`src/sb_pkg.sv`:
```
`default_nettype none

package sb_pkg;

    localparam int NUM_REGS   = 16;
    localparam int REG_W      = 4;
    localparam int INSTR_W    = 32;
    localparam int IMM_W      = 16;
    // widest datapath the shared result bus can carry, narrower data sits in the low bits
    localparam int DATA_W_MAX = 32;

    typedef logic [REG_W-1:0] reg_idx_t;

    // encodings follow the 4-bit opcode field, anything above OP_MUL is a NOP
    typedef enum logic [3:0] {
        OP_NOP  = 4'd0,
        OP_ADD  = 4'd1,
        OP_SUB  = 4'd2,
        OP_AND  = 4'd3,
        OP_OR   = 4'd4,
        OP_XOR  = 4'd5,
        OP_SLL  = 4'd6,
        OP_ADDI = 4'd7,
        OP_MUL  = 4'd8
    } opcode_t;

    // issue target and producer tag share one encoding
    typedef enum logic [1:0] {
        FU_NONE = 2'd0,
        FU_ALU  = 2'd1,
        FU_MUL  = 2'd2
    } fu_t;

    typedef struct packed {
        opcode_t          op;
        fu_t              fu;
        reg_idx_t         rd;
        reg_idx_t         rs1;
        reg_idx_t         rs2;
        logic [IMM_W-1:0] imm;
        logic             reg_write;
        logic             use_imm;
    } decoded_t;

    // contents of one reservation row
    typedef struct packed {
        opcode_t          op;
        reg_idx_t         rd;
        reg_idx_t         rs1;
        reg_idx_t         rs2;
        logic [IMM_W-1:0] imm;
        logic             use_imm;
        logic             reg_write;
        fu_t              t1;
        fu_t              t2;
    } fu_req_t;

    typedef struct packed {
        logic busy;
        fu_t  tag;
    } reg_status_t;

    typedef struct packed {
        logic                  en;
        fu_t                   tag;
        reg_idx_t              rd;
        logic [DATA_W_MAX-1:0] data;
    } wb_t;

endpackage

`default_nettype wire

```
`src/sb_decode.sv`:
```
`timescale 1ns/10ps
`default_nettype none

module sb_decode import sb_pkg::*; (
    input  logic [INSTR_W-1:0] instr,
    output decoded_t           dec
);

    logic [3:0] op_bits;

    assign op_bits = instr[31:28];

    always_comb begin
        dec = '0;

        // unlisted opcodes fall back to a NOP
        if (op_bits <= 4'(OP_MUL)) begin
            dec.op = opcode_t'(op_bits);
        end else begin
            dec.op = OP_NOP;
        end

        case (dec.op)
            OP_NOP:  dec.fu = FU_NONE;
            OP_MUL:  dec.fu = FU_MUL;
            default: dec.fu = FU_ALU;
        endcase

        dec.rd  = instr[27:24];
        dec.rs1 = instr[23:20];
        dec.rs2 = instr[19:16];
        // kept at 16 bits, sign extended to the datapath width inside the units
        dec.imm = instr[15:0];

        dec.use_imm   = (dec.op == OP_ADDI);
        // r0 is hardwired, so a write to it never claims the register
        dec.reg_write = (dec.op != OP_NOP) && (dec.rd != '0);
    end

endmodule

`default_nettype wire

```
`src/sb_reg_status.sv`:
```
`timescale 1ns/10ps
`default_nettype none

module sb_reg_status import sb_pkg::*; (
    input  logic        CLK,
    input  logic        nRST,
    input  logic        set_en,
    input  reg_idx_t    set_rd,
    input  fu_t         set_tag,
    input  wb_t         wb,
    input  reg_idx_t    rd,
    input  reg_idx_t    rs1,
    input  reg_idx_t    rs2,
    output reg_status_t st_rd,
    output reg_status_t st_rs1,
    output reg_status_t st_rs2
);

    reg_status_t status [NUM_REGS];

    // entry as seen after this cycle's writeback
    function automatic reg_status_t lookup(input reg_idx_t idx);
        reg_status_t st;
        st = status[idx];
        if (wb.en && (wb.rd == idx) && (wb.tag == st.tag)) begin
            st = '0;
        end
        return st;
    endfunction

    always_comb begin
        st_rd  = lookup(rd);
        st_rs1 = lookup(rs1);
        st_rs2 = lookup(rs2);
    end

    always_ff @(posedge CLK, negedge nRST) begin
        if (!nRST) begin
            for (int i = 0; i < NUM_REGS; i++) begin
                status[i] <= '0;
            end
        end else begin
            // retire only if the writer is still the recorded producer
            if (wb.en && (status[wb.rd].tag == wb.tag)) begin
                status[wb.rd] <= '0;
            end
            // a new claim on the same register wins over the clear
            if (set_en) begin
                status[set_rd].busy <= 1'b1;
                status[set_rd].tag  <= set_tag;
            end
        end
    end

endmodule

`default_nettype wire

```
`src/sb_dispatch.sv`:
```
`timescale 1ns/10ps
`default_nettype none

module sb_dispatch import sb_pkg::*; #(
    parameter int DATA_W = 32
) (
    input  logic        instr_valid,
    input  decoded_t    dec,
    input  reg_status_t st_rd,
    input  reg_status_t st_rs1,
    input  reg_status_t st_rs2,
    input  logic        alu_busy,
    input  logic        mul_busy,
    output logic        stall,
    output logic        alu_issue,
    output logic        mul_issue,
    output fu_req_t     req,
    output logic        set_en,
    output reg_idx_t    set_rd,
    output fu_t         set_tag
);

    logic unit_busy;
    logic waw;
    logic hazard;
    logic accept;

    // the result bus only has room for DATA_W_MAX data bits
    if ((DATA_W < 1) || (DATA_W > DATA_W_MAX)) begin : g_width_check
        $error("sb_dispatch: DATA_W %0d outside 1..%0d", DATA_W, DATA_W_MAX);
    end

    always_comb begin
        case (dec.fu)
            FU_ALU:  unit_busy = alu_busy;
            FU_MUL:  unit_busy = mul_busy;
            default: unit_busy = 1'b0;
        endcase
    end

    // only one writer per register may be in flight
    assign waw    = dec.reg_write && st_rd.busy;
    assign hazard = unit_busy || waw;

    assign stall  = instr_valid && hazard;
    assign accept = instr_valid && !hazard;

    // a NOP is consumed here and never reaches a unit
    assign alu_issue = accept && (dec.fu == FU_ALU);
    assign mul_issue = accept && (dec.fu == FU_MUL);

    always_comb begin
        req.op        = dec.op;
        req.rd        = dec.rd;
        req.rs1       = dec.rs1;
        req.rs2       = dec.rs2;
        req.imm       = dec.imm;
        req.use_imm   = dec.use_imm;
        req.reg_write = dec.reg_write;
        // status lookup already reports FU_NONE for anything not pending
        req.t1        = st_rs1.tag;
        req.t2        = dec.use_imm ? FU_NONE : st_rs2.tag;
    end

    assign set_en  = accept && dec.reg_write;
    assign set_rd  = dec.rd;
    assign set_tag = dec.fu;

endmodule

`default_nettype wire

```
`src/sb_fu_alu.sv`:
```
`timescale 1ns/10ps
`default_nettype none

module sb_fu_alu import sb_pkg::*; #(
    parameter int DATA_W = 32
) (
    input  logic              CLK,
    input  logic              nRST,
    input  logic              issue,
    input  fu_req_t           req,
    input  wb_t               wb,
    input  logic              ack,
    input  logic [DATA_W-1:0] op_a,
    input  logic [DATA_W-1:0] op_b,
    output reg_idx_t          rs1,
    output reg_idx_t          rs2,
    output logic              busy,
    output wb_t               result
);

    localparam int SH_W = (DATA_W > 1) ? $clog2(DATA_W) : 1;

    fu_req_t           row;
    logic              busy_q;
    logic              done_q;
    logic              t1_clear;
    logic              t2_clear;
    logic              ready;
    logic [DATA_W-1:0] imm_ext;
    logic [DATA_W-1:0] src_b;
    logic [DATA_W-1:0] alu_out;
    logic [DATA_W-1:0] res_q;

    // tags count as clear when the producer broadcasts in this same cycle
    assign t1_clear = (row.t1 == FU_NONE) || (wb.en && (wb.tag == row.t1));
    assign t2_clear = (row.t2 == FU_NONE) || (wb.en && (wb.tag == row.t2));
    assign ready    = busy_q && !done_q && t1_clear && t2_clear;

    assign rs1  = row.rs1;
    assign rs2  = row.rs2;
    assign busy = busy_q;

    assign imm_ext = DATA_W'($signed(row.imm));
    assign src_b   = row.use_imm ? imm_ext : op_b;

    always_comb begin
        case (row.op)
            OP_SUB:  alu_out = op_a - src_b;
            OP_AND:  alu_out = op_a & src_b;
            OP_OR:   alu_out = op_a | src_b;
            OP_XOR:  alu_out = op_a ^ src_b;
            OP_SLL:  alu_out = op_a << src_b[SH_W-1:0];
            default: alu_out = op_a + src_b;
        endcase
    end

    always_ff @(posedge CLK) begin
        if (issue) begin
            row <= req;
        end else begin
            if (t1_clear) begin
                row.t1 <= FU_NONE;
            end
            if (t2_clear) begin
                row.t2 <= FU_NONE;
            end
        end
        if (ready) begin
            res_q <= alu_out;
        end
    end

    always_ff @(posedge CLK, negedge nRST) begin
        if (!nRST) begin
            busy_q <= 1'b0;
            done_q <= 1'b0;
        end else if (issue) begin
            busy_q <= 1'b1;
            done_q <= 1'b0;
        end else if (done_q && ack) begin
            busy_q <= 1'b0;
            done_q <= 1'b0;
        end else if (ready) begin
            // an r0 destination frees the row without offering a result
            busy_q <= row.reg_write;
            done_q <= row.reg_write;
        end
    end

    always_comb begin
        result      = '0;
        result.en   = done_q;
        result.tag  = FU_ALU;
        result.rd   = row.rd;
        result.data = DATA_W_MAX'(res_q);
    end

endmodule

`default_nettype wire

```
`src/sb_fu_mul.sv`:
```
`timescale 1ns/10ps
`default_nettype none

module sb_fu_mul import sb_pkg::*; #(
    parameter int DATA_W     = 32,
    parameter int MUL_CYCLES = 4
) (
    input  logic              CLK,
    input  logic              nRST,
    input  logic              issue,
    input  fu_req_t           req,
    input  wb_t               wb,
    input  logic              ack,
    input  logic [DATA_W-1:0] op_a,
    input  logic [DATA_W-1:0] op_b,
    output reg_idx_t          rs1,
    output reg_idx_t          rs2,
    output logic              busy,
    output wb_t               result
);

    localparam int CNT_W = $clog2(MUL_CYCLES);

    typedef enum logic [1:0] {
        IDLE,
        WAIT_OPS,
        EXEC,
        DONE
    } state_t;

    state_t            state;
    fu_req_t           row;
    logic [CNT_W-1:0]  cnt;
    logic              t1_clear;
    logic              t2_clear;
    logic              ready;
    logic [DATA_W-1:0] a_q;
    logic [DATA_W-1:0] b_q;
    logic [DATA_W-1:0] prod_q;

    assign t1_clear = (row.t1 == FU_NONE) || (wb.en && (wb.tag == row.t1));
    assign t2_clear = (row.t2 == FU_NONE) || (wb.en && (wb.tag == row.t2));
    assign ready    = (state == WAIT_OPS) && t1_clear && t2_clear;

    assign rs1  = row.rs1;
    assign rs2  = row.rs2;
    assign busy = (state != IDLE);

    always_ff @(posedge CLK) begin
        if (issue) begin
            row <= req;
        end else begin
            if (t1_clear) begin
                row.t1 <= FU_NONE;
            end
            if (t2_clear) begin
                row.t2 <= FU_NONE;
            end
        end
        // capture operands once, then multiply on the last count
        if (ready) begin
            a_q <= op_a;
            b_q <= op_b;
        end
        if ((state == EXEC) && (cnt == CNT_W'(1))) begin
            prod_q <= a_q * b_q;
        end
    end

    always_ff @(posedge CLK, negedge nRST) begin
        if (!nRST) begin
            state <= IDLE;
            cnt   <= '0;
        end else begin
            case (state)
                IDLE: begin
                    if (issue) begin
                        state <= WAIT_OPS;
                    end
                end
                WAIT_OPS: begin
                    if (ready) begin
                        // nothing to compute for an r0 destination
                        state <= row.reg_write ? EXEC : IDLE;
                        cnt   <= CNT_W'(MUL_CYCLES - 1);
                    end
                end
                EXEC: begin
                    cnt <= cnt - 1'b1;
                    if (cnt == CNT_W'(1)) begin
                        state <= DONE;
                    end
                end
                DONE: begin
                    if (ack) begin
                        state <= IDLE;
                    end
                end
                default: state <= IDLE;
            endcase
        end
    end

    always_comb begin
        result      = '0;
        result.en   = (state == DONE);
        result.tag  = FU_MUL;
        result.rd   = row.rd;
        result.data = DATA_W_MAX'(prod_q);
    end

endmodule

`default_nettype wire

```
`src/sb_regfile.sv`:
```
`timescale 1ns/10ps
`default_nettype none

module sb_regfile import sb_pkg::*; #(
    parameter int DATA_W = 32
) (
    input  logic              CLK,
    input  logic              nRST,
    input  reg_idx_t          raddr [4],
    output logic [DATA_W-1:0] rdata [4],
    input  wb_t               wb
);

    logic [DATA_W-1:0] regs [NUM_REGS];
    logic              wr_en;

    assign wr_en = wb.en && (wb.rd != '0);

    always_ff @(posedge CLK, negedge nRST) begin
        if (!nRST) begin
            for (int i = 0; i < NUM_REGS; i++) begin
                regs[i] <= '0;
            end
        end else if (wr_en) begin
            regs[wb.rd] <= wb.data[DATA_W-1:0];
        end
    end

    // write-through so a waiting unit sees the value being retired this cycle
    always_comb begin
        for (int p = 0; p < 4; p++) begin
            if (raddr[p] == '0) begin
                rdata[p] = '0;
            end else if (wr_en && (wb.rd == raddr[p])) begin
                rdata[p] = wb.data[DATA_W-1:0];
            end else begin
                rdata[p] = regs[raddr[p]];
            end
        end
    end

endmodule

`default_nettype wire

```
`src/sb_writeback.sv`:
```
`timescale 1ns/10ps
`default_nettype none

module sb_writeback import sb_pkg::*; #(
    parameter int DATA_W = 32
) (
    input  wb_t  alu_res,
    input  wb_t  mul_res,
    output logic alu_ack,
    output logic mul_ack,
    output wb_t  wb
);

    wb_t sel;

    // multiplier first, the ALU is cheaper to hold back
    assign mul_ack = mul_res.en;
    assign alu_ack = alu_res.en && !mul_res.en;

    always_comb begin
        if (mul_ack) begin
            sel = mul_res;
        end else if (alu_ack) begin
            sel = alu_res;
        end else begin
            sel = '0;
        end
    end

    // bits above DATA_W are forced to zero on the broadcast
    always_comb begin
        wb      = sel;
        wb.data = DATA_W_MAX'(sel.data[DATA_W-1:0]);
    end

endmodule

`default_nettype wire

```
`src/sb_core.sv`:
```
`timescale 1ns/10ps
`default_nettype none

module sb_core import sb_pkg::*; #(
    parameter int DATA_W     = 32,
    parameter int MUL_CYCLES = 4
) (
    input  logic               CLK,
    input  logic               nRST,
    input  logic               instr_valid,
    input  logic [INSTR_W-1:0] instr,
    output logic               stall,
    output logic               res_valid,
    output reg_idx_t           res_rd,
    output logic [DATA_W-1:0]  res_data
);

    decoded_t          dec;
    reg_status_t       st_rd;
    reg_status_t       st_rs1;
    reg_status_t       st_rs2;
    logic              alu_busy;
    logic              mul_busy;
    logic              alu_issue;
    logic              mul_issue;
    fu_req_t           req;
    logic              set_en;
    reg_idx_t          set_rd;
    fu_t               set_tag;
    wb_t               alu_res;
    wb_t               mul_res;
    logic              alu_ack;
    logic              mul_ack;
    wb_t               wb;
    // read ports 0/1 serve the ALU row, 2/3 the multiplier row
    reg_idx_t          rf_raddr [4];
    logic [DATA_W-1:0] rf_rdata [4];

    sb_decode u_decode (
        .instr (instr),
        .dec   (dec)
    );

    sb_dispatch #(.DATA_W(DATA_W)) u_dispatch (
        .instr_valid (instr_valid),
        .dec         (dec),
        .st_rd       (st_rd),
        .st_rs1      (st_rs1),
        .st_rs2      (st_rs2),
        .alu_busy    (alu_busy),
        .mul_busy    (mul_busy),
        .stall       (stall),
        .alu_issue   (alu_issue),
        .mul_issue   (mul_issue),
        .req         (req),
        .set_en      (set_en),
        .set_rd      (set_rd),
        .set_tag     (set_tag)
    );

    sb_reg_status u_reg_status (
        .CLK     (CLK),
        .nRST    (nRST),
        .set_en  (set_en),
        .set_rd  (set_rd),
        .set_tag (set_tag),
        .wb      (wb),
        .rd      (dec.rd),
        .rs1     (dec.rs1),
        .rs2     (dec.rs2),
        .st_rd   (st_rd),
        .st_rs1  (st_rs1),
        .st_rs2  (st_rs2)
    );

    sb_fu_alu #(.DATA_W(DATA_W)) u_fu_alu (
        .CLK    (CLK),
        .nRST   (nRST),
        .issue  (alu_issue),
        .req    (req),
        .wb     (wb),
        .ack    (alu_ack),
        .op_a   (rf_rdata[0]),
        .op_b   (rf_rdata[1]),
        .rs1    (rf_raddr[0]),
        .rs2    (rf_raddr[1]),
        .busy   (alu_busy),
        .result (alu_res)
    );

    sb_fu_mul #(.DATA_W(DATA_W), .MUL_CYCLES(MUL_CYCLES)) u_fu_mul (
        .CLK    (CLK),
        .nRST   (nRST),
        .issue  (mul_issue),
        .req    (req),
        .wb     (wb),
        .ack    (mul_ack),
        .op_a   (rf_rdata[2]),
        .op_b   (rf_rdata[3]),
        .rs1    (rf_raddr[2]),
        .rs2    (rf_raddr[3]),
        .busy   (mul_busy),
        .result (mul_res)
    );

    sb_regfile #(.DATA_W(DATA_W)) u_regfile (
        .CLK   (CLK),
        .nRST  (nRST),
        .raddr (rf_raddr),
        .rdata (rf_rdata),
        .wb    (wb)
    );

    sb_writeback #(.DATA_W(DATA_W)) u_writeback (
        .alu_res (alu_res),
        .mul_res (mul_res),
        .alu_ack (alu_ack),
        .mul_ack (mul_ack),
        .wb      (wb)
    );

    assign res_valid = wb.en;
    assign res_rd    = wb.rd;
    assign res_data  = wb.data[DATA_W-1:0];

endmodule

`default_nettype wire

```
`config.mk`:
```
export PLATFORM = sky130hd
export DESIGN_NAME = sb_core
export DESIGN_NICKNAME = d
export VERILOG_FILES = /design/src/sb_pkg.sv /design/src/sb_decode.sv /design/src/sb_reg_status.sv /design/src/sb_dispatch.sv /design/src/sb_fu_alu.sv /design/src/sb_fu_mul.sv /design/src/sb_regfile.sv /design/src/sb_writeback.sv /design/src/sb_core.sv
export SDC_FILE = /design/constraint.sdc
export NUM_CORES = 2
export LEC_CHECK = 0
export ABC_CLOCK_PERIOD_IN_PS = 7000
export BUFFER_PORTS_ARGS = -buffer_cell sky130_fd_sc_hd__buf_2
export CELL_PAD_IN_SITES_DETAIL_PLACEMENT = 0
export CELL_PAD_IN_SITES_GLOBAL_PLACEMENT = 2
export CORE_MARGIN = 10
export CORE_UTILIZATION = 42
export DETAILED_ROUTE_END_ITERATION = 7
export GPL_ROUTABILITY_DRIVEN = 0
export PLACE_DENSITY_LB_ADDON = 0.1
export SLEW_MARGIN = 20
export SYNTH_ARGS = -nofsm -noshare
export SYNTH_HDL_FRONTEND = slang
export SYNTH_HIERARCHICAL = 1
export SYNTH_SLANG_ARGS = --single-unit
```
`constraint.sdc`:
```
create_clock -name CLK -period 7 [get_ports CLK]
set_clock_uncertainty 0.1 [all_clocks]
set_input_delay 1.05 -clock CLK [delete_from_list [all_inputs] [get_ports CLK]]
set_output_delay 1.05 -clock CLK [all_outputs]
set_load 0.05 [all_outputs]
```
# Word-level counts from Yosys, hierarchy flattened
# Index checks and enable logic that the tools add are counted.
# W data, S select, Z words.
# totals
output_inout_bits,38
latch_bits,0
mem_count,0
inputBits,35
rom_bits,0
wordCells,265
mem_bits_rw,0
reg_bits,749
# op_classes
n_mul,1
n_bitwise,13
n_reduce_logical,63
eq_ne,31
n_addsub,3
mux,71
order_cmp,11
div_mod_pow,0
shifts,1
# ops
op,count
$bmux W32 S4,4
$bwmux W512,1
$mux W32,16
$pmux W32 S5,1
$demux W32 S4,1
$bwmux W48,2
$mux W48,2
$mux W39,2
$and A48 B48 Y48,1
$bmux W3 S4,4
$not A48 Y48,1
$ge A5 B5 Y1 const B,8
$not A4 Y5,8
$mux W2,19
$demux W3 S4,3
$logic_and A1 B1 Y1,33
$add A32 B32 Y32,1
$and A32 B32 Y32,1
$mul A32 B32 Y32,1
$or A32 B32 Y32,1
$shl A32 B5 Y32,1
$sub A32 B32 Y32,1
$xor A32 B32 Y32,1
$eq A4 B4 Y1,7
26 further kinds,74

# Depth between registers and ports, before layout
# depth
word_depth,16
mapped_depth,32
depth_no_buf,26

# Cells and area by module
# Netlist, hierarchy kept.
# modules_own_cells
mod,seq_area_each_um2,instances,area_each_um2,cells_per_inst
sb_regfile,12812.3,1,36438.7,2417
sb_fu_mul,3493.4,1,19484.9,1922
sb_fu_alu,2152.1,1,8474.4,934
sb_reg_status,1201.2,1,3848.7,350
sb_dispatch,0.0,1,425.4,58
sb_writeback,0.0,1,404.1,49
sb_decode,0.0,1,285.3,40

# Worst setup path before layout
# No wires, ideal clock.
# synth_path
path_kind,reg-to-reg
start,reg (tool-made name)
end,reg u_fu_alu.res_q[29] (data pin)
path_stages_with_launch,30
slack_ns,0.046
setup_time_ns,0.266
t_required_ns,6.634
arrival_time_ns,6.588
path_buffers,8
synth_period_minus_slack_ns,6.954
cell_sequence,dfrtp_1 clkbuf_1 and2_1 buf_4 buf_2 a22o_1 buf_4 o41a_4 nand3_1 o21a_1 buf_4 a22o_1 mux2i_4 buf_6 buf_8 buf_6 ha_1 inv_1 nor4_4 a21oi_1 xnor2_1 ha_1 and3_1 o21a_1 a311o_1 a41oi_2 o21a_2 o31ai_4 a41oi_1 or3b_1
# synth_rtl
item,line,source
"end signal, assigned",sb_fu_alu.sv:69,res_q <= alu_out;
"end, declared",sb_fu_alu.sv:32,logic [DATA_W-1:0] res_q;

# Final worst setup path
# layout_path
start,reg u_fu_mul.b_q[3]
end,reg u_fu_mul.prod_q[28] (data pin)
# layout_between
elab_chain_len,1
# layout_lines
item,line,source
"start, declared",sb_fu_mul.sv:38,logic [DATA_W-1:0] b_q;
"start signal, assigned",sb_fu_mul.sv:63,b_q <= op_b;
$mul A32 B32 Y32,sb_fu_mul.sv:66,prod_q <= a_q * b_q;
"end signal, assigned",sb_fu_mul.sv:66,
"end, declared",sb_fu_mul.sv:39,logic [DATA_W-1:0] prod_q;
# No other way between the ends.
# A chain may end at the register's enable or synchronous reset.

==> results.py <==
metrics = {
    "critical_path": {
        "cpMaxStageDelayCell": "edfxtp_1",
        "crit_path_frequent_cell": "fa_1",
        "r2r_setup_slack_ns": 0.12,
        "crit_fanout": 9,
        "path_delay_family": "adder cells",
        "start_kind": "flop",
        "path_buf_inv": 4,
        "critical_path_required_ns": 7.43,
        "max_stage_delay_ns": 0.55,
        "end_kind": "flop",
        "path_cells": "buf_6 -> buf_4 -> and2_4 -> fa_2 -> inv_1 -> fa_1 -> fa_1 -> fa_1 -> inv_1 -> fa_1 -> ha_4 -> fa_1 -> fa_1 -> ha_1 -> a21o_1 -> a21o_1 -> a211o_1 -> o31a_1 -> a21oi_4 -> o21ai_4 -> mux2i_1 -> a221oi_1",
        "path_class": "reg -> reg",
        "worstPathArrival_ns": 7.31,
    },
    "clock_network": {
        "cts_buffer_depth": 3,
        "cts_hold_buf": 0,
        "cts-root-buf": "clkbuf_16",
        "cts_inserted_buffers": 92,
        "cts.sinks": 749,
        "insertion_delay_ns": 0.72,
        "cts_tree": "built",
        "clkTransAtPathRegs_ns": 0.06,
        "cts_max_level": 3,
    },
    "timing": {
        "fin_crit_sh_pct": 98.3,
        "tns_ns": 0,
        "max_freq_mhz": 145,
        "setup_viol": 0,
        "relSlewSlack_pct": 25.3,
        "worst_slew_pin_slew_ns": 1.12,
        "rsz0062_at_grt": "true",
        "hold_viol": 0,
        "drv_slew": 0,
        "period_needed_ns": 6.88,
    },
    "floorplan": {
        "ioPinCount": 73,
        "start_util_pct": 42.4,
        "die_area_sq_um": 181000,
        "die_w_microns": 426,
        "rows": 148,
        "fp.dieH_microns": 426,
        "core_sq_um": 163000,
    },
    "synthesis": {
        "syn_area_sq_um": 69100,
        "syn_inst": 5753,
        "synth_warnings": 6,
        "synth_nets": 6420,
        "synth.avg_cell_area_sq_um": 12.0,
    },
    "global_route": {
        "grt_pass1_vias": 50496,
        "grt_max_degree": 165,
        "antenna_found_initial": 10,
        "grt_overflow": 0,
        "grt_pass1_wl_mm": 365,
        "track_usage_pct": 27.2,
    },
    "drt": {
        "post_drt_wl_per_cell_microns": 31.6,
        "wl_mm": 248,
        "drcViolationCount": 0,
        "drt-initial-drc-count": 3912,
        "detail-route-antenna-nets": 0,
        "drt_first_pass_iters": 5,
        "viasPerCell": 6.15,
        "num_vias": 48362,
    },
    "finish": {
        "ff_latch_area_sq_um": 19700,
        "area_delta_synth_final_pct": 8.78,
        "final_util_pct": 46.1,
        "multi_input_area_sq_um": 45000,
        "drive_gt1_share_pct": 28.6,
        "finalNetCount": 6273,
        "fillCellCount": 14866,
    },
    "place": {
        "numPortBuffers": 72,
        "post-dp-hpwl_mm": 174,
    },
    "min_path": {
        "holdCritPathClass": "in -> async",
    },
    "run": {
        "maxCapViolCount": 0,
    },
    "run_status": {
        "status": "finished clean",
    },
}
==> final cells by class <==
cell class / instances / share of cell area [%]
sequential: 749 / 26.2
antenna: 3 / 0.00999
multi-input combinational: 3921 / 59.8
timing repair buffer: 368 / 3.97
clock inverter: 35 / 0.519
inverter: 474 / 2.37
clock buffer: 134 / 3.53
tap: 2175 / 3.62
==> flip-flops by register name, summed over array words and instances, names as in the netlist, 5 cells and up, named ones only <==
| register | cells |
|---|---|
| u_regfile/regs | 512 |
| u_reg_status/status | 48 |
| u_fu_alu/res_q | 32 |
| u_fu_mul/a_q | 32 |
| u_fu_mul/b_q | 32 |
| u_fu_mul/prod_q | 32 |
| u_fu_alu/imm_ext | 16 |
| u_fu_alu/row | 10 |
| u_fu_mul/row | 5 |
==> metrics by stage <==
step	hold WS, ns	worst slack [ns]	cell area (sq um)	std cells
2_1_floorplan	0.351	0.0465	69100	5753
3_3_place_gp	0.320	0.0374	71600	7661
3_5_place_dp	0.328	-0.0557	71600	7663
4_1_cts	0.333	0.0206	74700	7835
5_1_grt	0.360	-0.141	75200	7856
6_report	0.328	0.120	75200	7859
==> placed cells by master (no fill, tap or decap), types with 137 or more instances in the layout <==
| cell type | count |
|---|---|
| and2_1 | 261 |
| edfxtp_1 | 183 |
| fa_1 | 397 |
| nand2_1 | 381 |
| a22o_1 | 167 |
| ha_1 | 212 |
| mux4_2 | 551 |
| mux2i_1 | 413 |
| a21oi_1 | 137 |
| mux2_2 | 418 |
| dfrtp_1 | 566 |
| buf_4 | 253 |
| inv_1 | 466 |
==> path summary, 6_finish.rpt <==
kind | depth (start not counted) | start | to
max | 22 | u_fu_mul/b_q[3] | u_fu_mul/prod_q[28]
min | 1 | nRST | u_regfile/regs[505]
max reg2reg | 22 | u_fu_mul/b_q[3] | u_fu_mul/prod_q[28]
min reg2reg | 0 | u_regfile/regs[500] | u_regfile/regs[500]
max in group asynchronous | 2 | nRST | u_regfile/regs[305]
min in group CLK | 0 | u_regfile/regs[500] | u_regfile/regs[500]
==> metal layers <==
layer	up-vias	part of all wire [%]	routed length, microns	GRT usage, %
met3	400	6.1	15100	4.29
li1	20411	-	-	-
met2	1788	48	119000	44.6
met5	-	0.0052	13	0
met1	25761	42	105000	36.6
met4	2	3.8	9440	9.38
==> worst register-to-register path, stage by stage (launching register included) <==
cell and delay, ns:
edfxtp_1 0.55, buf_6 0.19, buf_4 0.16, and2_4 0.15, fa_2 0.52, inv_1 0.05
fa_1 0.40, fa_1 0.47, fa_1 0.50, inv_1 0.05, fa_1 0.48, ha_4 0.18
fa_1 0.46, fa_1 0.50, ha_1 0.33, a21o_1 0.20, a21o_1 0.18, a211o_1 0.30
o31a_1 0.33, a21oi_4 0.19, o21ai_4 0.10, mux2i_1 0.13, a221oi_1 0.20
==> repair_timing <==
action / CTS / global route
resized for setup: 5 / 70
buffers inserted: 3 / 22
pin swaps: 0 / 45
endpoints found under the setup margin: 5 / 16
Power is not shown: default switching activity piles up to over one toggle a cycle in this logic, so the estimate is an artifact.
